### src/up_pkg.sv
package up_pkg;

   // machine widths
   localparam int DATA_W    = 8;
   localparam int NIBBLE_W  = 4;
   localparam int NUM_REGS  = 4;
   localparam int REG_SEL_W = $clog2(NUM_REGS);

   typedef logic [DATA_W-1:0]    data_t;
   typedef logic [NIBBLE_W-1:0]  nibble_t;
   typedef logic [REG_SEL_W-1:0] reg_sel_t;

   // alu operations, encoding matches the a_op port
   typedef enum logic [2:0] {
      ALU_ADD    = 3'd0,
      ALU_SUB    = 3'd1,
      ALU_AND    = 3'd2,
      ALU_OR     = 3'd3,
      ALU_XOR    = 3'd4,
      ALU_NOT    = 3'd5,
      ALU_PASS_A = 3'd6,
      ALU_PASS_B = 3'd7
   } alu_op_t;

   // program counter operations
   typedef enum logic [1:0] {
      PC_HOLD  = 2'd0,
      PC_INC   = 2'd1,
      PC_LOAD  = 2'd2,
      PC_CLEAR = 2'd3
   } pc_op_t;

   // stack grows down from the top of memory
   localparam data_t SP_RESET = 8'hFF;
   localparam data_t PC_RESET = 8'h00;

endpackage

### src/up_stack_pointer.sv
`timescale 1ns/1ps

module up_stack_pointer import up_pkg::*; (
   input  logic  clk,
   input  logic  rst_n,
   input  logic  add,
   input  logic  sub,
   output data_t sp
);

   always_ff @(posedge clk or negedge rst_n) begin
      if (!rst_n) begin
         sp <= SP_RESET;
      end else begin
         case ({add, sub})
            2'b10: begin
               sp <= sp + 8'd1;
            end
            2'b01: begin
               sp <= sp - 8'd1;
            end
            // both or neither means hold
            default: begin
               sp <= sp;
            end
         endcase
      end
   end

endmodule

### config.mk
export PLATFORM = sky130hd
export DESIGN_NAME = up_stack_pointer
export DESIGN_NICKNAME = d
export VERILOG_FILES = /design/src/up_pkg.sv /design/src/up_stack_pointer.sv
export SDC_FILE = /design/constraint.sdc
export NUM_CORES = 1
export LEC_CHECK = 0
export ABC_AREA = 0
export BUFFER_PORTS_ARGS = -buffer_cell sky130_fd_sc_hd__buf_2
export CAP_MARGIN = 20
export CORE_UTILIZATION = 45
export CTS_CLUSTER_DIAMETER = 80
export DETAILED_ROUTE_END_ITERATION = 6
export GPL_TIMING_DRIVEN = 1
export PLACE_DENSITY = 0.65
export REMOVE_ABC_BUFFERS = 1
export SETUP_SLACK_MARGIN = 0.2
export SLEW_MARGIN = 20
export SYNTH_ARGS = -nofsm -noshare
export SYNTH_HDL_FRONTEND = slang
export SYNTH_SLANG_ARGS = --single-unit
### constraint.sdc
create_clock -name clk -period 2.09 [get_ports clk]
set_clock_uncertainty 0.15 [all_clocks]
set_input_delay 0.209 -clock clk [delete_from_list [all_inputs] [get_ports clk]]
set_output_delay 0.209 -clock clk [all_outputs]
set_load 0.01 [all_outputs]
==> reports/results.ini <==
[clock_tree]
insertion_delay_ns = 0.25
cts_tree = built
clockRootBuffer = clkbuf_4
clk_pin_slew_ns = 0.05
cts_buffers = 3
clockBufferDepth = 2
h-tree-depth = 1
cts.sinks = 8

[timing]
setup_viol = 0
tightestPinTransition_ns = 0.359
finalCritPeriodShare_pct = 88.8
max_freq_mhz = 539
tns_ns = 0
maxSlewViolCount = 0
post-route-min-period_ns = 1.86
slew_headroom_pct = 76.0
rsz0062_at_grt = yes
hold_viol = 0

[cells_and_area]
regMostFlops = sp
area_delta_synth_final_pct = 16.5
diodes = 0
finalNetCount = 120
drive_gt1_share_pct = 36.0
top_regs = sp: 8 flops
largest_reg_flops = 8
stdcell_count = 136
finalCoreUtilization_pct = 56.3
fin_area_um2 = 982

[power_and_ir_drop]
seqPwrFrac_pct = 37.8
power.share.clock_pct = 8.9
cellLeakagePower_uw = 0.000445
p_switching_uw = 585
power_density_mw_per_mm2 = 1320
intPower_uw = 713
irDropWorstVdd_v = 0.000947
pwr-share-comb_pct = 53.3
total_power_uw = 1300
swShare_pct = 45.1

[synth]
synth_top_family_by_area = simple AND/OR/NAND/NOR gates
syn_inst = 97
yosysTopAreaCell = dfstp_2
avgSynthCellArea_um2 = 8.69
synthAdderAreaFrac_pct = 4.45
synth_commonest_cells = dfstp_2, nor2_1, inv_1, nand3_1
synth_area_um2 = 843
synth_compound_area_share_pct = 22.4
synth_edf_count = 0
ys_seq_area_share_pct = 24.9
ys_async_sr_fraction_pct = 100
synth_mux_area_share_pct = 4.90
synth_top_cell_area_share_pct = 24.9
yosys_warnings = 0
synthTopCellsByArea = dfstp_2, ha_1, xnor2_1
synthXorXnorAreaFrac_pct = 7.27
synth-simple-area-share_pct = 26.1
ys.flop_type = dfstp_2
synth_cell_types = 43
ys_ff_latch = 8

[routing]
drc_errors = 0
firstDrtPassIters = 4
wl_mm = 1.82
viasPerCell = 5.63
wl_per_cell_um = 13.4
vias = 766
ant_nets = 0
drt_iter0_drc = 22

[min_path]
hp-class = primary input to flip-flop
min_from = sub

[floorplan]
fp.dieH_um = 45.3
initial_core_util_pct = 48.3
chipWidth_um = 45.3
core-area_mm2 = 0.00175
rows = 15
io_pins = 12
die-area_mm2 = 0.00205

[critical_path]
r2r_start = sp[1]$_DFFE_PN1P_
required_ns = 2.12
worst-setup-path-type = flip-flop to flip-flop
crit_fanout = 3
worstSetupStartpointType = flip-flop
arrival_ns = 1.88
crit_path_start = sp[1]$_DFFE_PN1P_
worstSetupEndpointType = flip-flop

[global_routing]
grt_max_degree = 18
grt.total_usage_pct = 20.0
antenna_found_initial = 0
grt_pass1_vias = 650
grt_overflow = 0
grt_pass1_wl_mm = 2.95

[placed_design]
portBuffers = 11
placed_cell_area_um2 = 926
dpl.hpwl_mm = 1.33
dp_cells = 130
gp_congestion = 0.806

[run_status]
outcome = completed

[run]
cap_violations = 0

## logic make-up after synthesis
family | count (synthesis)
AOI/OAI and AO/OA | 23
buffers and inverters | 15
xor gates and xnor gates | 7
muxes | 4
DFF | 8
adders and majority gates | 3
and+or+nand+nor | 37
## layer usage
layer  share of wire [%]  global-route usage [%]  wire length [um]
met1                  49                    29.1               885
met2                  47                    30.1               864
met3                 4.1                    6.00                74
met4                   0                    1.82                 0
met5                   0                       0                 0
## placed cells by master (no fill, tap or decap), types with 2 or more instances in the layout
| cell | netlist | final |
|---|---|---|
| dfstp_2 | 8 | 8 |
| nor4_1 | 3 | 3 |
| nand3_1 | 5 | 5 |
| nor3_1 | 3 | 3 |
| and3_1 | 2 | 2 |
| ha_1 | 3 | 2 |
| clkbuf_4 | 0 | 3 |
| inv_1 | 5 | 5 |
| nand4_1 | 4 | 4 |
| xnor2_1 | 4 | 4 |
| mux2i_1 | 3 | 3 |
| nor2b_1 | 2 | 2 |
| nor2_1 | 8 | 8 |
| buf_2 | 4 | 11 |
| nand2_1 | 4 | 4 |
| a31oi_1 | 3 | 3 |
| a21o_1 | 2 | 2 |
| buf_4 | 2 | 7 |
| a21oi_1 | 3 | 3 |
| xor2_1 | 3 | 3 |
## layout make-up
| class | count | area (um2) |
|---|---|---|
| multi-input combinational | 74 | 558 |
| fill | 178 | 763 |
| timing repair buffer | 20 | 138 |
| tap | 25 | 31.3 |
| clock buffer | 3 | 22.5 |
| sequential | 8 | 210 |
| inverter | 6 | 22.5 |
## power groups by stage
stage	Combinational [uW]	Clock, uW	Sequential [uW]
final	691	116	491
after CTS	657	121	487
after floorplan	421	0	516
after global placement	640	0	483
after detailed placement	653	0	489
after global routing	769	127	510
## metrics by stage
step / hold slack (ns) / setup slack (ns)
after floorplan: -0.0888 / 0.0909
after global placement: 0.138 / 0.167
after detailed placement: 0.131 / 0.131
after CTS: 0.240 / 0.214
after global routing: 0.288 / 0.100
final: 0.240 / 0.235
## worst paths after layout
path	cells past startpoint	endpoint	slack (ns)
max	6	sp[4]$_DFFE_PN1P_	0.23
min	4	sp[0]$_DFFE_PN1P_	0.24
max reg2reg	6	sp[4]$_DFFE_PN1P_	0.23
min reg2reg	1	sp[0]$_DFFE_PN1P_	0.40
max in group asynchronous	2	sp[6]$_DFFE_PN1P_	1.37
min in group asynchronous	2	sp[3]$_DFFE_PN1P_	0.39
## critical path, stage by stage, from the launching register on
cell and delay [ns]:
dfstp_2 0.53, xor2_1 0.16, ha_2 0.22, a2bb2oi_1 0.08, o22ai_2 0.23, mux2i_1 0.27
xnor2_1 0.14
## timing repair
action	in CTS	in global routing
resized for setup	0	2
setup endpoints to repair	0	1
hold buffers	1	0
endpoints found under the hold margin	8	0
buffers inserted	0	2
Note: power is estimated with default switching activity, not from simulation.
