$ cat src/up_pkg.sv
package up_pkg;

   // machine widths
   localparam int DATA_W    = 8;
   localparam int NIBBLE_W  = 4;
   localparam int NUM_REGS  = 4;
   localparam int REG_SEL_W = $clog2(NUM_REGS);

   typedef logic [DATA_W-1:0]    data_t;
   typedef logic [NIBBLE_W-1:0]  nibble_t;
   typedef logic [REG_SEL_W-1:0] reg_sel_t;

   // alu operations, encoding matches the a_op port
   typedef enum logic [2:0] {
      ALU_ADD    = 3'd0,
      ALU_SUB    = 3'd1,
      ALU_AND    = 3'd2,
      ALU_OR     = 3'd3,
      ALU_XOR    = 3'd4,
      ALU_NOT    = 3'd5,
      ALU_PASS_A = 3'd6,
      ALU_PASS_B = 3'd7
   } alu_op_t;

   // program counter operations
   typedef enum logic [1:0] {
      PC_HOLD  = 2'd0,
      PC_INC   = 2'd1,
      PC_LOAD  = 2'd2,
      PC_CLEAR = 2'd3
   } pc_op_t;

   // stack grows down from the top of memory
   localparam data_t SP_RESET = 8'hFF;
   localparam data_t PC_RESET = 8'h00;

endpackage

$ cat src/up_instruction_register.sv
`timescale 1ns/1ps

module up_instruction_register import up_pkg::*; (
   input  logic    clk,
   input  logic    rst_n,
   input  logic    we,
   input  logic    sel,
   input  data_t   data_in,
   output nibble_t ir
);

   data_t ir_byte;

   always_ff @(posedge clk or negedge rst_n) begin
      if (!rst_n) begin
         ir_byte <= '0;
      end else if (we) begin
         ir_byte <= data_in;
      end
   end

   // two opcodes per byte, high nibble first
   assign ir = sel ? ir_byte[NIBBLE_W-1:0] : ir_byte[DATA_W-1:NIBBLE_W];

endmodule

$ cat config.mk
export PLATFORM = sky130hd
export DESIGN_NAME = up_instruction_register
export DESIGN_NICKNAME = d
export VERILOG_FILES = /design/src/up_pkg.sv /design/src/up_instruction_register.sv
export SDC_FILE = /design/constraint.sdc
export NUM_CORES = 1
export LEC_CHECK = 0
export ABC_AREA = 0
export BUFFER_PORTS_ARGS = -buffer_cell sky130_fd_sc_hd__buf_2
export CAP_MARGIN = 20
export CELL_PAD_IN_SITES_DETAIL_PLACEMENT = 1
export CELL_PAD_IN_SITES_GLOBAL_PLACEMENT = 2
export CORE_MARGIN = 3
export CORE_UTILIZATION = 28
export CTS_BUF_LIST = sky130_fd_sc_hd__clkbuf_16
export CTS_CLUSTER_SIZE = 20
export DETAILED_ROUTE_END_ITERATION = 10
export PLACE_DENSITY = 0.67
export SLEW_MARGIN = 25
export SYNTH_ARGS = -nofsm -noshare
export SYNTH_HDL_FRONTEND = slang
export SYNTH_SLANG_ARGS = --single-unit
$ cat constraint.sdc
create_clock -name clk -period 1.3 [get_ports clk]
set_clock_uncertainty 0.2 [all_clocks]
set_input_delay 0.065 -clock clk [delete_from_list [all_inputs] [get_ports clk]]
set_output_delay 0.065 -clock clk [all_outputs]
set_load 0.03 [all_outputs]
==> out/metrics.csv, run 1 <==
metric,value,unit
register name with the most flops,ir_byte,
Crit-path slowest cell,sky130_fd_sc_hd__dfrtp_1,
number of standard-cell rows in the floorplan,12,
proportion of power drawn by the clock network,0.501,
# diodes,0,
final-stage net count,66,
fraction of synthesis flops using an asynchronous set or reset pin,1.000,
Pint,805.3,uW
synth warn,0,
average instance area after synthesis,17.93,sq um
power density over cell area,1461,nW/um^2
CP Buf/Inv Count,1,
boundary pin count,16,
die span in x,42.68,um
post-route ant nets,0,
cell area after synthesis,376.6,sq um
antenna violations before repair,0,
DR pass1 iterations,4,
Port Buffer Count,15,
sequential cell area in the final layout,200.2,sq um
Max-cap violations,0,
Max Fclk,0.7719,GHz
cell taking the most area after synthesis,sky130_fd_sc_hd__dfrtp_1,
floorplan die area,1821,sq um
"Critical Path, Cell by Cell",mux2_4 -> buf_6,
H-tree depth,1,
Worst Setup End Kind,output pin,
routability-driven placement congestion ratio,0.6685,
number of distinct library cells after synthesis,4,
Initial Utilization,0.3175,
GRT Total Usage,0.1178,
area used by multi-input combinational logic,176.4,sq um
category of the most critical setup path,flop to output pin,
CTS root buf,sky130_fd_sc_hd__clkbuf_16,
Final Hold Slack,0.009343,ns
wire length of the first global-routing pass,1476,um
Critical Path AT,1.03,ns
chip height,42.68,um
Max IR drop VDD,0.0007502,V
utilization after layout,0.5876,
Num Clock Sinks,8,
Crit path max-delay family,flip-flops,
average wire per cell in the routed design,16.17,um
Commonest cells post-synth,"sky130_fd_sc_hd__dfrtp_1 (8), sky130_fd_sc_hd__mux2_4 (8), sky130_fd_sc_hd__mux2_2 (4)",
largest fanout of any net on the critical path,2,
register bit count reported by yosys,8,
nets in the synthesized netlist,33,
worst stage delay on the critical path,0.39,ns
worst max-slew margin expressed relative to the limit,0.8266,
Synth Flop Type,sky130_fd_sc_hd__dfrtp_1,
total DRC errors in the routed layout,0,
post-detailed-placement half-perimeter wirelength,610.5,um
clock transition at the registers of the reported paths,0.04,ns
"Setup violations, final",0,
total vias in the final route,294,
first-iteration detailed-routing DRC count,1,
max reg flops,8,
area added between synthesis and finish,85.05,%
Layout fillers,117,
actual transition at the worst max-transition pin,0.2601,ns
maximum number of buffers from clock root to sink,2,
clock tree from TritonCTS,yes,
detail-routed via count per cell,4.455,
"Min Clock Period, post-route",1.296,ns
ranking of synthesized cells by area,"sky130_fd_sc_hd__dfrtp_1 (53%), sky130_fd_sc_hd__mux2_4 (32%), sky130_fd_sc_hd__mux2_2 (12%)",
final wirelength,1067,um
result of the run,"finished, final reports clean",
sequential share of power,0.285,
timing startpoint of the critical path,ir_byte[7],
fraction of post-synthesis cell area in the top cell type by area,0.5316,
core region area,1186,sq um
origin of the critical flop-to-flop path,ir_byte[7],
Top Registers,ir_byte x8,
switching component of the power,212.7,uW
switching power share of the total,0.2090,
fraction of layout instances using a drive strength above 1,0.6731,
largest net degree at the start of global routing,9,
worst skew pair latency,0.23,ns
endpoints failing hold,0,
total congestion overflow,0,
max-slew violation total from the final report,0,
combinational fraction of design power,0.214,
Gate Count Post-Synth,21,
final cycle utilization of the critical path,0.9965,
vias in the first global route,322,
post-synthesis sequential area ratio,0.5316,
setup repair after global routing missed its margin,yes,
CP startpoint kind,flop,
static leakage,0.3539,nW
Hold/Removal Path Class,input port to async pin,
number of clock buffers inserted by TritonCTS,3,
Crit path required time,1.03,ns
flop2flop setup slack,0.20,ns
number of enable flip-flop cells after synthesis,0,
cells in the final DEF, fill, tap and decap left out:
cell / instances
sky130_fd_sc_hd__clkbuf_16: 3
sky130_fd_sc_hd__dfrtp_1: 8
sky130_fd_sc_hd__buf_4: 5
sky130_fd_sc_hd__dlygate4sd3_1: 9
sky130_fd_sc_hd__buf_6: 4
sky130_fd_sc_hd__mux2_4: 11
sky130_fd_sc_hd__buf_2: 11
sky130_fd_sc_hd__mux2_2: 1
layout make-up:
cell class / count / area share
well taps: 14 / 0.02513
repair buffers: 29 / 0.3268
clock buffers: 3 / 0.1077
multi-input cells: 12 / 0.2531
flip-flops and latches: 8 / 0.2873
per-stage QoR:
step                setup slack (ns)  area [sq um]  power, mW  instances  setup TNS, ns
floorplan                     0.3454         376.6     0.3877         21              0
global placement              0.2422         457.9     0.4276         49              0
detailed placement            0.2358         457.9     0.4319         49              0
CTS                        0.0008870         644.4     0.9888         62              0
global route                -0.01802         696.9      1.064         66       -0.03809
finish                      0.004498         696.9      1.018         66              0
what timing repair did:
item                                    in CTS  in global routing
hold buffers                                 9                  0
gates resized for setup                      5                  6
endpoints found under the hold margin       16                  0
endpoints found under the setup margin       4                  4
setup buffers                                1                  4
power groups by stage:
stage	Combinational (mW)	Clock, mW	Sequential [mW]
after floorplan	0.101	0	0.287
after global placement	0.138	0	0.290
after detailed placement	0.140	0	0.292
after CTS	0.180	0.520	0.289
after global routing	0.229	0.542	0.293
final	0.218	0.510	0.290
final timing paths:
| kind | end | cells past startpoint |
|---|---|---|
| worst min register to register | ir_byte[3] | 1 |
| min in group clk | ir_byte[5] | 2 |
| worst min-delay path | ir_byte[4] | 2 |
| worst max-delay path | ir[3] | 2 |
| max in group asynchronous | ir_byte[7] | 2 |
| worst max register to register | ir_byte[7] | 2 |
per-layer routing:
layer / vias to the layer above / share of wire / GRT usage / wire, um
met2: 13 / 0.58 / 0.2246 / 616
met5: - / 0 / 0 / 0
li1: 136 / - / - / -
met3: 2 / 0.075 / 0.06356 / 80
met4: 0 / 0.0066 / 0.03727 / 7
met1: 143 / 0.34 / 0.1013 / 363
cell families (layout without fill, tap and decap cells):
logic type | count (synthesis) | after routing | share of synthesized area
muxes | 12 | 12 | 0.4385
buffers and inverters | 1 | 32 | 0.02990
DFF | 8 | 8 | 0.5316
Power figures use the tool's default switching activity.
==> run 2, diff against run 1 <==
--- a/config.mk
+++ b/config.mk
@@ -5,17 +5,17 @@
 export SDC_FILE = /design/constraint.sdc
 export NUM_CORES = 1
 export LEC_CHECK = 0
-export ABC_AREA = 0
+export ABC_AREA = 1
 export BUFFER_PORTS_ARGS = -buffer_cell sky130_fd_sc_hd__buf_2
 export CAP_MARGIN = 20
 export CELL_PAD_IN_SITES_DETAIL_PLACEMENT = 1
 export CELL_PAD_IN_SITES_GLOBAL_PLACEMENT = 2
 export CORE_MARGIN = 3
-export CORE_UTILIZATION = 28
+export CORE_UTILIZATION = 21
 export CTS_BUF_LIST = sky130_fd_sc_hd__clkbuf_16
 export CTS_CLUSTER_SIZE = 20
 export DETAILED_ROUTE_END_ITERATION = 10
-export PLACE_DENSITY = 0.67
+export PLACE_DENSITY = 0.65
 export SLEW_MARGIN = 25
 export SYNTH_ARGS = -nofsm -noshare
 export SYNTH_HDL_FRONTEND = slang
==> out/metrics.csv, run 2 <==
metric,value,unit
final cycle utilization of the critical path,0.8884,
boundary pin count,16,
worst max-slew margin expressed relative to the limit,0.8722,
post-place instance area,437.9,sq um
power density over cell area,1514,nW/um^2
Crit path required time,1.03,ns
cell with the most instances after synthesis,sky130_fd_sc_hd__nand2_1,
post-synthesis sequential area ratio,0.5654,
area added between synthesis and finish,73.14,%
"most common cell after layout, fill and taps aside",sky130_fd_sc_hd__nand2_1,
max-slew violation total from the final report,0,
GRT Total Usage,0.09813,
"Setup violations, final",0,
Layout fillers,194,
flop2flop setup slack,0.50,ns
final-stage net count,88,
floorplan die area,2215,sq um
final-layout setup total negative slack,0,ns
Num Clock Sinks,8,
average wire per cell in the routed design,10.48,um
Initial Utilization,0.2297,
Post-CTS Hold Buffers,10,
post-cts gate resize count,0,
final wirelength,943,um
number of standard-cell rows in the floorplan,14,
Gate Count Post-Synth,47,
maximum number of buffers from clock root to sink,2,
max reg flops,8,
category of the most critical setup path,flop to output pin,
Synth Flop Type,sky130_fd_sc_hd__dfrtp_1,
Setup Buffers After CTS,0,
"Critical Path, Cell by Cell",nand2_1 -> nand2_1 -> buf_2,
largest net degree at the start of global routing,10,
Hold/Removal Path Class,input port to async pin,
total congestion overflow,0,
wire length of the first global-routing pass,1511,um
post-route non-filler standard cell count,90,
actual transition at the worst max-transition pin,0.1917,ns
worst skew pair latency,0.23,ns
register name with the most flops,ir_byte,
H-tree depth,1,
Max-cap violations,0,
Crit-path slowest cell,sky130_fd_sc_hd__dfrtp_1,
ranking of synthesized cells by area,"sky130_fd_sc_hd__dfrtp_1 (57%), sky130_fd_sc_hd__nand2_1 (38%), sky130_fd_sc_hd__buf_6 (3.2%)",
Top Registers,ir_byte x8,
finished layout cell area,613.1,sq um
clock transition at the registers of the reported paths,0.04,ns
chip height,47.06,um
setup repair after global routing missed its margin,no,
first-iteration detailed-routing DRC count,2,
"Min Clock Period, post-route",1.155,ns
utilization after layout,0.3977,
result of the run,"finished, final reports clean",
Max IR drop VDD,0.0006576,V
cell with the most instances on the worst path,sky130_fd_sc_hd__nand2_1,
# diodes,0,
Port Buffer Count,15,
die span in x,47.06,um
cell taking the most area after synthesis,sky130_fd_sc_hd__dfrtp_1,
total vias in the final route,366,
placed cell count,77,
Commonest cells post-synth,"sky130_fd_sc_hd__nand2_1 (36), sky130_fd_sc_hd__dfrtp_1 (8), sky130_fd_sc_hd__buf_6 (1), sky130_fd_sc_hd__inv_1 (1), sky130_fd_sc_hd__inv_2 (1)",
CTS root buf,sky130_fd_sc_hd__clkbuf_16,
static leakage,0.3505,nW
Critical Path AT,0.89,ns
DR pass1 iterations,2,
"commonest cells after routing, fill and taps aside","sky130_fd_sc_hd__nand2_1 (36), sky130_fd_sc_hd__buf_2 (15), sky130_fd_sc_hd__dlygate4sd3_1 (10)",
detail-routed via count per cell,4.067,
CP startpoint kind,flop,
Max Fclk,0.8659,GHz
fraction of synthesis flops using an asynchronous set or reset pin,1.000,
endpoints failing hold,0,
Crit path max-delay family,flip-flops,
Worst Setup End Kind,output pin,
number of enable flip-flop cells after synthesis,0,
nets in the synthesized netlist,59,
worst stage delay on the critical path,0.38,ns
routability-driven placement congestion ratio,0.6383,
fraction of post-synthesis cell area in the top cell type by area,0.5654,
clock tree from TritonCTS,yes,
number of clock buffers inserted by TritonCTS,3,
CP Buf/Inv Count,1,
total DRC errors in the routed layout,0,
post-route ant nets,0,
vias in the first global route,379,
register bit count reported by yosys,8,
average instance area after synthesis,7.534,sq um
core region area,1541,sq um
antenna violations before repair,0,
number of distinct library cells after synthesis,5,
synth warn,0,
fraction of layout instances using a drive strength above 1,0.2568,
largest fanout of any net on the critical path,2,
cell area after synthesis,354.1,sq um
[run 2: kinds of logic (layout without fill, tap and decap cells)]
logic type / count (synthesis) / in the layout / synth area share
buffers and inverters: 3 / 30 / 0.05298
flip-flops: 8 / 8 / 0.5654
AND/OR/NAND/NOR: 36 / 36 / 0.3816
[run 2: final cells by class]
type | count | area, sq um | share of cell area
flip-flops and latches | 8 | 200.2 | 0.3265
repair buffers | 25 | 175.2 | 0.2857
multi-input cells | 36 | 135.1 | 0.2204
clock buffers | 3 | 75.07 | 0.1224
well taps | 16 | 20.02 | 0.03265
inverters | 2 | 7.507 | 0.01224
[run 2: path summary, 6_finish.rpt]
kind,from,endpoint,depth (start not counted)
min reg2reg,ir_byte[7],ir_byte[7],2
max,ir_byte[5],ir[1],3
max reg2reg,ir_byte[5],ir_byte[5],2
min,rst_n,ir_byte[1],2
min in group clk,ir_byte[7],ir_byte[7],2
max in group asynchronous,rst_n,ir_byte[6],2
[run 2: metrics by stage]
stage | power [mW] | hold slack (ns) | setup WS, ns
after global placement | 0.3965 | -0.2745 | 0.3712
after CTS | 0.9438 | 0.01917 | 0.1389
after detailed placement | 0.3962 | -0.2788 | 0.3888
after floorplan | 0.3527 | -0.4306 | 0.4429
final | 0.9282 | 0.009415 | 0.1451
after global routing | 0.9713 | 0.03347 | 0.09746
[run 2: where the power goes]
group / switching [mW] / internal [mW] / leakage, nW / total (mW)
clock network: 0.119 / 0.396 / 0.0370 / 0.515
logic: 0.0726 / 0.0561 / 0.216 / 0.129
registers: 0.0117 / 0.273 / 0.0974 / 0.284
[run 2: metal layers]
| metal | part of all wire | track usage |
|---|---|---|
| met2 | 0.49 | 0.1518 |
| met3 | 0.033 | 0.03448 |
| met5 | 0 | 0 |
| met4 | 0 | 0.03315 |
| met1 | 0.48 | 0.1270 |
