File: src/up_pkg.sv
package up_pkg;

   // machine widths
   localparam int DATA_W    = 8;
   localparam int NIBBLE_W  = 4;
   localparam int NUM_REGS  = 4;
   localparam int REG_SEL_W = $clog2(NUM_REGS);

   typedef logic [DATA_W-1:0]    data_t;
   typedef logic [NIBBLE_W-1:0]  nibble_t;
   typedef logic [REG_SEL_W-1:0] reg_sel_t;

   // alu operations, encoding matches the a_op port
   typedef enum logic [2:0] {
      ALU_ADD    = 3'd0,
      ALU_SUB    = 3'd1,
      ALU_AND    = 3'd2,
      ALU_OR     = 3'd3,
      ALU_XOR    = 3'd4,
      ALU_NOT    = 3'd5,
      ALU_PASS_A = 3'd6,
      ALU_PASS_B = 3'd7
   } alu_op_t;

   // program counter operations
   typedef enum logic [1:0] {
      PC_HOLD  = 2'd0,
      PC_INC   = 2'd1,
      PC_LOAD  = 2'd2,
      PC_CLEAR = 2'd3
   } pc_op_t;

   // stack grows down from the top of memory
   localparam data_t SP_RESET = 8'hFF;
   localparam data_t PC_RESET = 8'h00;

endpackage

File: src/up_program_counter.sv
`timescale 1ns/1ps

module up_program_counter import up_pkg::*; (
   input  logic   clk,
   input  logic   rst_n,
   input  pc_op_t op,
   input  data_t  data_in,
   output data_t  pc
);

   always_ff @(posedge clk or negedge rst_n) begin
      if (!rst_n) begin
         pc <= PC_RESET;
      end else begin
         case (op)
            PC_INC: begin
               // wraps at 256
               pc <= pc + 8'd1;
            end
            PC_LOAD: begin
               pc <= data_in;
            end
            PC_CLEAR: begin
               pc <= PC_RESET;
            end
            default: begin
               pc <= pc;
            end
         endcase
      end
   end

endmodule

File: config.mk
export PLATFORM = sky130hd
export DESIGN_NAME = up_program_counter
export DESIGN_NICKNAME = d
export VERILOG_FILES = /design/src/up_pkg.sv /design/src/up_program_counter.sv
export SDC_FILE = /design/constraint.sdc
export NUM_CORES = 1
export LEC_CHECK = 0
export BUFFER_PORTS_ARGS = -buffer_cell sky130_fd_sc_hd__buf_2
export CAP_MARGIN = 20
export CORE_AREA = 8 8 45 47
export CTS_CLUSTER_SIZE = 14
export DETAILED_ROUTE_END_ITERATION = 8
export DIE_AREA = 0 0 53 55
export PLACE_DENSITY = 0.66
export SLEW_MARGIN = 10
export SYNTH_ARGS = -nofsm -noshare
export SYNTH_HDL_FRONTEND = slang
export SYNTH_SLANG_ARGS = --single-unit
export TNS_END_PERCENT = 5
File: constraint.sdc
create_clock -name clk -period 2.55 [get_ports clk]
set_input_delay 0.255 -clock clk [delete_from_list [all_inputs] [get_ports clk]]
set_output_delay 0.255 -clock clk [all_outputs]
set_load 0.02 [all_outputs]
==> impl_results.md, run 1 <==
- Avg WL per Cell: 14.5 um
- Congestion Overflow GR: 0
- Post-route setup TNS: 0 ns
- Starting Density: a little under two fifths
- 1st-iter DRT viols: 5
- Asr flop ratio synth: 100%
- CTS tree: yes
- Proportion of layout cells with a drive suffix above 1: between 30% and 40%
- Crit Path Max Fanout: 5
- WP buf/inv: 0
- Footprint of the multi-input gates: between 200 and 300 um^2
- Clock Skews: about 0.0006 ns
- RR Endpoint: pc[6]
- Max Cap Viol: 0
- Peak supply drop: 0.345 mV
- Worst path depth: 4
- Core area: 0.00138 mm^2
- Port Buf Inserts: 19
- GPL Wtd Cong: around 0.74
- Cts repair resizes: 0
- Latest clock arrival within the worst-skew pair: ~0.26 ns
- Seq/Total Area, Yosys: between 30 and 40%
- Ant diodes: 0
- Hold Fails Final Rpt: 0
- DRC: 0
- Main area contributors after synthesis: dfrtp_1 (39%), mux2i_1 (14%), a311o_1 (3.9%)
- Via count: roughly 460
- Max-slew violation count: 0
- Mapped Cells: 50
- Crit Path Class: reg -> reg
- PD cells: between 500 and 600 mW/mm^2
- Worst slew pin tran: between 0.2 and 0.3 ns
- Worst path arrival time: approximately 1.6 ns
- Max clock buf depth: 2
- Critical path launch point: pc[0]
- RSZ-0062 raised after global routing: no
- First-pass GRT wire length: slightly above 2000 um
- Die footprint: approximately 0.003 mm^2
- Max frequency: ~680 MHz
- # IOs: 20
- H-tree levels: 1
- Post-synth EDFFs: 0
- Critical Path RT: 2.70 ns
- Worst r2r path cells: 4
- Prevailing post-synth register cell: dfrtp_1
- Crit path max-delay family: flip-flops
- Setup violators final: 0
- Setup crit start kind: flop
- Clock buffer count from CTS: 3
- Syn nets: between 60 and 70
- Crit path time final: around 1.5 ns
- Post-CTS Setup Repair Bufs: 0
- Worst Setup EP: pc[6]
- Area growth from synthesis to layout: 23.8%
- Most common cell in the netlist: dfrtp_1
- Vias per cell: roughly 5.2
- Tcrit/Tclk final: 57.9%
- Synth Area per Inst: ~10 um^2
- Worst r2r src: pc[0]
- Area share of the leading cell type in the synthesized netlist: between 30% and 40%
- Final ANT Viol Nets: 0
- Crit-path cells: ha_1 > and3_1 > a311o_1 > and3_1
- Leakage power: between 0.3 and 0.4 nW
- Slew headroom: 80.9%
- Top cell type by total area after synthesis: dfrtp_1
- Outcome: finished clean
- Final nets: 86
- CP most frequent cell: and3_1
- Clk root buf: clkbuf_4
- Largest net degree at the start of global routing: 18
- Ys Warns: 0
- Row cnt: 14
- Die W: 53 um
- Commonest cells in the netlist: dfrtp_1 (8), mux2i_1 (7), o21ai_0 (4)
- Critical path capture point type: flop
- All-Layer GR Usage: 9.84%
- Filler Cells Inserted: roughly 150
- Flop2flop setup slack: around 1.1 ns
- Count of different cell masters after synthesis: 23
- Netlist Area Pre-Place: 514 um^2
- Vias in the first global route: 450
- CP peak stage delay: between 0.4 and 0.5 ns
- CTS sink cnt: 8
- Reg area: around 200 um^2
- Fin util: about 46%
- Clk slew on worst S/H paths: roughly 0.06 ns
- Largest regs: pc: 8 flops
- Post-CTS Hold Buffers: 1
- Largest register FFs: 8
- Crit-path slowest cell: dfrtp_1
- Synthesized flop and latch total: 8
- Initial antenna violation count: 0
- WL final: 1260 um
- DRT Pass-1 Iters: 4
- Most flop-heavy register: pc
- Worst hold path class: in -> reg
- Die outline height: approximately 55 um
==> metal layers <==
metal	vias up	track usage, %	routed length (um)	share of wire (%)
li1	234	-	-	-
met1	206	10.8	551	44
met2	11	15.6	612	48
met3	5	2.94	61	4.8
met4	0	7.76	39	3.1
met5	-	0	0	0
==> cell families after synthesis <==
kind of cell    after synthesis  share of synthesized area [%]
flops                         8                           38.9
fa+ha+maj                     1                           2.43
xor+xnor                      1                           1.70
buf+inv                       4                           6.33
compound gates               11                           14.6
simple gates                 18                           22.4
mux                           7                           13.6
==> cell usage in the layout (no fill, tap or decap), drive strengths merged <==
cell,n
and4,1
and2b,1
a311o,2
dlygate4sd3,1
ha,1
dfrtp,8
nand2b,1
clkbuf,3
nand3,1
o221ai,1
buf,19
and2,1
a21boi,1
nand4,3
inv,2
o22ai,3
xnor2,1
o21ai,4
and3,4
nand2,2
mux2i,7
nor3b,1
nor2b,3
==> power by group <==
group          leakage, nW  internal [W]  switching [W]  total, W
Sequential          0.0989      0.000143      0.0000226  0.000166
Combinational        0.203     0.0000453      0.0000570  0.000102
Clock               0.0138     0.0000542      0.0000474  0.000102
==> worst min path at each step <==
| stage | cells past startpoint | slack [ns] | end | startpoint |
|---|---|---|---|---|
| after global placement | 1 | 0.11 | pc[1] | rst_n |
| after global routing | 3 | 0.21 | pc[1] | data_in[1] |
| after CTS | 3 | 0.19 | pc[1] | data_in[1] |
| after detailed placement | 1 | 0.11 | pc[0] | rst_n |
| after floorplan | 0 | -0.04 | pc[0] | rst_n |
| final | 3 | 0.20 | pc[1] | data_in[1] |
==> worst register-to-register path: stages, from the launching register on <==
cell and delay [ns]:
dfrtp_1 0.43, ha_1 0.25, and3_1 0.22, a311o_1 0.31, and3_1 0.16
==> final cells by class <==
| class | instances | area share, % |
|---|---|---|
| Clock buffer | 3 | 3.54 |
| Inverter | 2 | 1.18 |
| Multi-Input combinational cell | 38 | 44.2 |
| Sequential cell | 8 | 31.4 |
| Tap cell | 16 | 3.14 |
| Timing Repair Buffer | 20 | 16.5 |
==> metrics by stage <==
step / cell area [um^2] / power [W] / std cells / setup WS, ns / hold WS (ns)
finish: 637 / 0.000370 / 87 / 1.07 / 0.197
global route: 637 / 0.000394 / 87 / 1.01 / 0.211
CTS: 637 / 0.000376 / 87 / 1.07 / 0.194
detailed placement: 604 / 0.000270 / 83 / 1.09 / 0.113
floorplan: 514 / 0.000232 / 50 / 1.05 / -0.0406
global placement: 604 / 0.000268 / 83 / 1.13 / 0.110
(Power assumes the default switching activity.)
==> inputs of run 2 (changes only) <==
clock period = 1.5 ns   (was 2.55 ns; I/O delays follow)
==> run 2 against run 1 <==
Against the previous run: worst hold slack lost 0.11 ns; design area grew 3.1%; clock power grew 80%; clock-buffer cell count grew 1; critical path depth is the same; sequential power grew 67%; core utilization grew 1.4 points; global-route usage grew 0.87 points; clock skew grew 0.0035 ns; flip-flop and latch count is the same; combinational power grew 89%; critical endpoint unchanged; largest cell class unchanged; largest power group unchanged.
==> impl_results.md, run 2 (synthesis results as in run 1) <==
- Vias per cell: 5.11 (-2.5%)
- Leakage power: 0.326 nW (+3.2%)
- Worst hold path class: in -> reg
- Largest net degree at the start of global routing: 18 (unchanged)
- CTS tree: yes
- Most frequent cells in the layout: buf_2 (19), mux2i_1 (7), dfrtp_1 (7), o21ai_0 (4)
- PD cells: 996 mW/mm^2 (+72%)
- RSZ-0062 raised after global routing: no
- All-Layer GR Usage: 10.7% (+0.87 points)
- DRC: 0 (unchanged)
- Crit path time final: 1.42 ns (-0.0571 ns)
- CP most frequent cell: and3_1
- Post-route setup TNS: 0 ns (unchanged)
- Worst path arrival time: 1.57 ns (-0.06 ns)
- Avg WL per Cell: 14.6 um (+0.41%)
- Latest clock arrival within the worst-skew pair: 0.26 ns (about the same)
- Port Buf Inserts: 19 (unchanged)
- Cts repair resizes: 0 (unchanged)
- H-tree levels: 1 (unchanged)
- Peak supply drop: 0.506 mV (+47%)
- WL final: 1310 um (+3.9%)
- Max frequency: 704 MHz (+4.0%)
- Largest register FFs: 8 (unchanged)
- Final ANT Viol Nets: 0 (unchanged)
- Clk slew on worst S/H paths: 0.06 ns (about the same)
- Clock Skews: 0.00406 ns (+0.00346 ns)
- Ant diodes: 0 (unchanged)
- Vias in the first global route: 478 (+6.2%)
- Final nets: 88 (+2.3%)
- Largest regs: pc: 8 flops
- Crit Path Class: reg -> reg
- Filler Cells Inserted: 136 (-8.1%)
- # IOs: 20 (unchanged)
- Slew headroom: 80.1% (-0.82 points)
- 1st-iter DRT viols: 7 (+2)
- Max-slew violation count: 0 (unchanged)
- Die footprint: 0.00292 mm^2 (unchanged)
- Tcrit/Tclk final: 94.7% (+37 points)
- Proportion of layout cells with a drive suffix above 1: 36.5% (+2.7 points)
- Hold Fails Final Rpt: 0 (unchanged)
- Most flop-heavy register: pc
- Outcome: finished clean
- Post-DP HPWL: between 900 and 1000 um
- Worst slew pin tran: 0.298 ns (+0.0123 ns)
- First-pass GRT wire length: 2290 um (+10%)
- DRT Pass-1 Iters: 4 (unchanged)
- Via count: 460 (+0.88%)
- Die outline height: 55 um (unchanged)
- Crit path max-delay family: flip-flops
- Die W: 53 um (unchanged)
- Setup violators final: 0 (unchanged)
- Initial antenna violation count: 0 (unchanged)
- Area growth from synthesis to layout: 27.7%
- Flop2flop setup slack: 0.08 ns (-0.99 ns)
- CTS sink cnt: 8 (unchanged)
- Clock buffer count from CTS: 3 (unchanged)
- Crit-path slowest cell: dfrtp_2
- Tot Pwr: 0.000654 W (+77%)
- WP buf/inv: 0 (unchanged)
- GPL Wtd Cong: 0.726 (-2.5%)
- Max Cap Viol: 0 (unchanged)
- Critical Path RT: 1.65 ns (-1.05 ns)
- Critical path capture point type: flop
- Max clock buf depth: 2 (unchanged)
- Starting Density: 37.2% (unchanged)
- CP peak stage delay: 0.40 ns (-0.03 ns)
- Congestion Overflow GR: 0 (unchanged)
- Clk root buf: clkbuf_4
- Setup crit start kind: flop
- Core area: 0.00138 mm^2 (unchanged)
- Commonest non-fill, non-tap cell in the layout: buf_2
- Crit-path cells: ha_1 > and3_1 > a311o_1 > and3_1
- Row cnt: 14 (unchanged)
- Crit Path Max Fanout: 3 (-2)
-- run 2: changes by cell type in the layout (fill, tap and decap cells not counted) --
| cell | delta |
|---|---|
| clkbuf_1 | +1 |
| dfrtp_2 | +1 |
| buf_4 | +2 |
| dfrtp_1 | -1 |
-- run 2: worst register-to-register path: cells and delay by family (launching register included) --
| family | cells | cell delay (ns) |
|---|---|---|
| AOI/OAI and AO/OA | 1 | 0.31 |
| adders and majority gates | 1 | 0.22 |
| DFF | 1 | 0.40 |
| and+or+nand+nor | 2 | 0.38 |
-- run 2: per-layer routing --
| layer | routed length (um) | up-vias | GRT usage, % |
|---|---|---|---|
| li1 | - | 235 | - |
| met1 | 574 | 210 | 12.8 |
| met2 | 615 | 15 | 16.8 |
| met3 | 123 | 0 | 5.35 |
| met4 | 0 | 0 | 2.59 |
| met5 | 0 | - | 0 |
-- run 2: through the flow --
step,setup WS (ns),hold slack (ns),util [%],cells,cell area [um^2]
after floorplan,0.0266,-0.146,-,50,515
after global placement,0.117,0.00577,44.8,85,621
after detailed placement,0.0866,0.00638,44.8,85,621
after CTS,0.0767,0.0923,47.5,90,657
after global routing,0.0221,0.102,47.5,90,657
final,0.0797,0.0915,47.5,90,657
-- run 2: path summary, 6_finish.rpt --
path / startpoint / to / cells after the start
max in group asynchronous: rst_n / pc[0] / 2
min in group asynchronous: rst_n / pc[1] / 2
min: data_in[0] / pc[0] / 3
max: pc[0] / pc[6] / 4
max reg2reg: pc[0] / pc[6] / 4
min reg2reg: pc[6] / pc[7] / 2
-- run 2: layout make-up --
cell class	instances	area, um^2	area share (%)
clock buffers	4	26.3	4.00
inverters	2	7.51	1.14
multi-input cells	38	282	42.9
flip-flops and latches	8	201	30.7
well taps	16	20.0	3.05
repair buffers	22	120	18.3
-- run 2: what timing repair did --
action / in CTS / in global routing
hold buffers: 1 / 0
hold endpoints to repair: 8 / 0
buffers inserted: 0 / 0
-- run 2: report_power, final --
part / internal, W / switching [W] / total [W]
sequential: 0.000245 / 0.0000322 / 0.000277
combinational: 0.0000866 / 0.000107 / 0.000193
clock: 0.000102 / 0.0000819 / 0.000184
==> inputs of run 3 (changes only) <==
BUFFER_PORTS_ARGS = -buffer_cell sky130_fd_sc_hd__buf_4   (was -buffer_cell sky130_fd_sc_hd__buf_2)
RECOVER_POWER = 25   (was not set)
==> run 3 against run 2 <==
Against the previous run: global-route usage down 1.2 points; cell count rose by 1.1%; total power increased by 2.9%; core utilization rose by 3.7 points; sequential share of layout area is 2.2 points lower; highest routed layer is now met4.
==> impl_results.md, run 3 (synthesis results as in run 1) <==
- Post-route setup TNS: 0 ns (unchanged)
- WHS Path Cells: 3 (unchanged)
- Die W: 53 um (unchanged)
- Max clock buf depth: 2 (unchanged)
- Worst r2r path cells: 4 (unchanged)
- Worst path arrival time: 1.56 ns (about the same)
- Filler Cells Inserted: 140 (+2.9%)
- Clk root buf: clkbuf_4
- Die footprint: 0.00292 mm^2 (unchanged)
- Clock buffer count from CTS: 3 (unchanged)
- Setup crit start kind: flop
- Avg WL per Cell: 13.1 um (-9.9%)
- Crit Path Max Fanout: 3 (unchanged)
- Crit path time final: 1.42 ns (-0.00166 ns)
- First-pass GRT wire length: 2060 um (-10%)
- H-tree levels: 1 (unchanged)
- Max Cap Viol: 0 (unchanged)
- Commonest non-fill, non-tap cell in the layout: buf_4
- GPL Wtd Cong: 0.698 (-3.8%)
- Clk slew on worst S/H paths: 0.06 ns (about the same)
- Crit-path cells: ha_1 > and3_1 > a311o_1 > and3_1
- Crit-path slowest cell: dfrtp_2
- Layout Cells excl Fill: 91 (+1.1%)
- Largest net degree at the start of global routing: 18 (unchanged)
- Finished Cell Area: 708 um^2 (+7.8%)
- Most flop-heavy register: pc
- Final nets: 89 (+1.1%)
- DRC: 0 (unchanged)
- Met1 WL: 554 um (-3.5%)
- Peak supply drop: 0.451 mV (-11%)
- Critical path capture point type: flop
- DRT Pass-1 Iters: 3 (-1)
- Placed insts: 86 (+1.2%)
- Via count: 485 (+5.4%)
- Max-slew violation count: 0 (unchanged)
- Setup violators final: 0 (unchanged)
- Tcrit/Tclk final: 94.6% (-0.11 points)
- Clock Skews: 0.00753 ns (+0.00347 ns)
- Worst hold path class: in -> reg
- Most frequent cells in the layout: buf_4 (21), mux2i_1 (7), dfrtp_1 (7), o21ai_0 (4)
- Post-DP HPWL: 914 um (-6.2%)
- Initial antenna violation count: 0 (unchanged)
- Fin util: 51.2% (+3.7 points)
- Crit Path Class: reg -> reg
- Leakage power: 0.342 nW (+4.8%)
- Worst path depth: 4 (unchanged)
- Latest clock arrival within the worst-skew pair: 0.26 ns (about the same)
- Met3 WL: 87 um (-29%)
- CTS sink cnt: 8 (unchanged)
- CP most frequent cell: and3_1
- Vias in the first global route: 462 (-3.3%)
- Crit path max-delay family: flip-flops
- Critical Path RT: 1.64 ns (about the same)
- Congestion Overflow GR: 0 (unchanged)
- All-Layer GR Usage: 9.51% (-1.2 points)
- Largest register FFs: 8 (unchanged)
- Met2 routed WL: 544 um (-12%)
- Max frequency: 705 MHz (+0.12%)
- Starting Density: 37.2% (unchanged)
- # IOs: 20 (unchanged)
- 1st-iter DRT viols: 9 (+2)
- RSZ-0062 raised after global routing: no
- CP peak stage delay: 0.40 ns (about the same)
- Proportion of layout cells with a drive suffix above 1: 36.0% (-0.49 points)
- Ant diodes: 0 (unchanged)
- Tot Pwr: 0.000673 W (+2.9%)
- Final ANT Viol Nets: 0 (unchanged)
- Die outline height: 55 um (unchanged)
- Port Buf Inserts: 19 (unchanged)
- Hold Fails Final Rpt: 0 (unchanged)
- Placed cell area: 676 um^2 (+8.9%)
- CTS tree: yes
- Slew headroom: 70.8% (-9.3 points)
- Row cnt: 14 (unchanged)
- Largest regs: pc: 8 flops
- WL final: 1200 um (-8.9%)
- Outcome: finished clean
- Area growth from synthesis to layout: 37.7%
- Core area: 0.00138 mm^2 (unchanged)
- Top sig layer: met4
- Vias per cell: 5.33 (+4.3%)
- PD cells: 951 mW/mm^2 (-4.6%)
- Worst slew pin tran: 0.438 ns (+0.140 ns)
- WP buf/inv: 0 (unchanged)
## run 3: worst reg2reg max path, stage by stage (launching register included)
cell     delay, ns
dfrtp_2       0.40
ha_1          0.22
and3_1        0.22
a311o_1       0.31
and3_1        0.16
## run 3: area by class of cell
| type | count | area [um^2] | share of cell area (%) |
|---|---|---|---|
| flip-flops and latches | 8 | 201 | 28.4 |
| repair buffers | 23 | 171 | 24.2 |
| well taps | 16 | 20.0 | 2.83 |
| clock buffers | 4 | 26.3 | 3.71 |
| multi-input cells | 38 | 282 | 39.8 |
| inverters | 2 | 7.51 | 1.06 |
## run 3: power breakdown
| part | switching [W] | total [W] | leakage (nW) | internal (W) |
|---|---|---|---|---|
| clock network | 0.0000774 | 0.000179 | 0.0150 | 0.000102 |
| logic | 0.000110 | 0.000223 | 0.229 | 0.000113 |
| registers | 0.0000264 | 0.000271 | 0.0977 | 0.000244 |
| total | 0.000214 | 0.000673 | 0.342 | 0.000460 |
## run 3: what timing repair did
action                     CTS  global route
setup endpoints to repair    0             0
hold buffers                 1             0
setup buffers                0             0
gates resized for setup      0             0
hold endpoints to repair     8             0
## run 3: layer usage
layer	track usage [%]	vias up
met5	0	-
met3	4.81	2
met2	14.3	14
met4	5.17	0
li1	-	241
met1	10.8	228
## run 3: worst paths after layout
path	slack [ns]	start	to
min in group asynchronous	0.34	rst_n	pc[2]
worst min-delay path	0.1	data_in[1]	pc[1]
worst max register to register	0.08	pc[0]	pc[6]
max in group asynchronous	0.84	rst_n	pc[0]
worst max-delay path	0.08	pc[0]	pc[6]
worst min register to register	0.61	pc[7]	pc[7]
## run 3: metrics by stage
stage               worst slack [ns]  hold WS, ns
floorplan                     0.0266       -0.146
global placement               0.121      -0.0241
detailed placement            0.0959      -0.0246
CTS                           0.0787       0.0971
global route                  0.0218        0.119
finish                        0.0814       0.0956
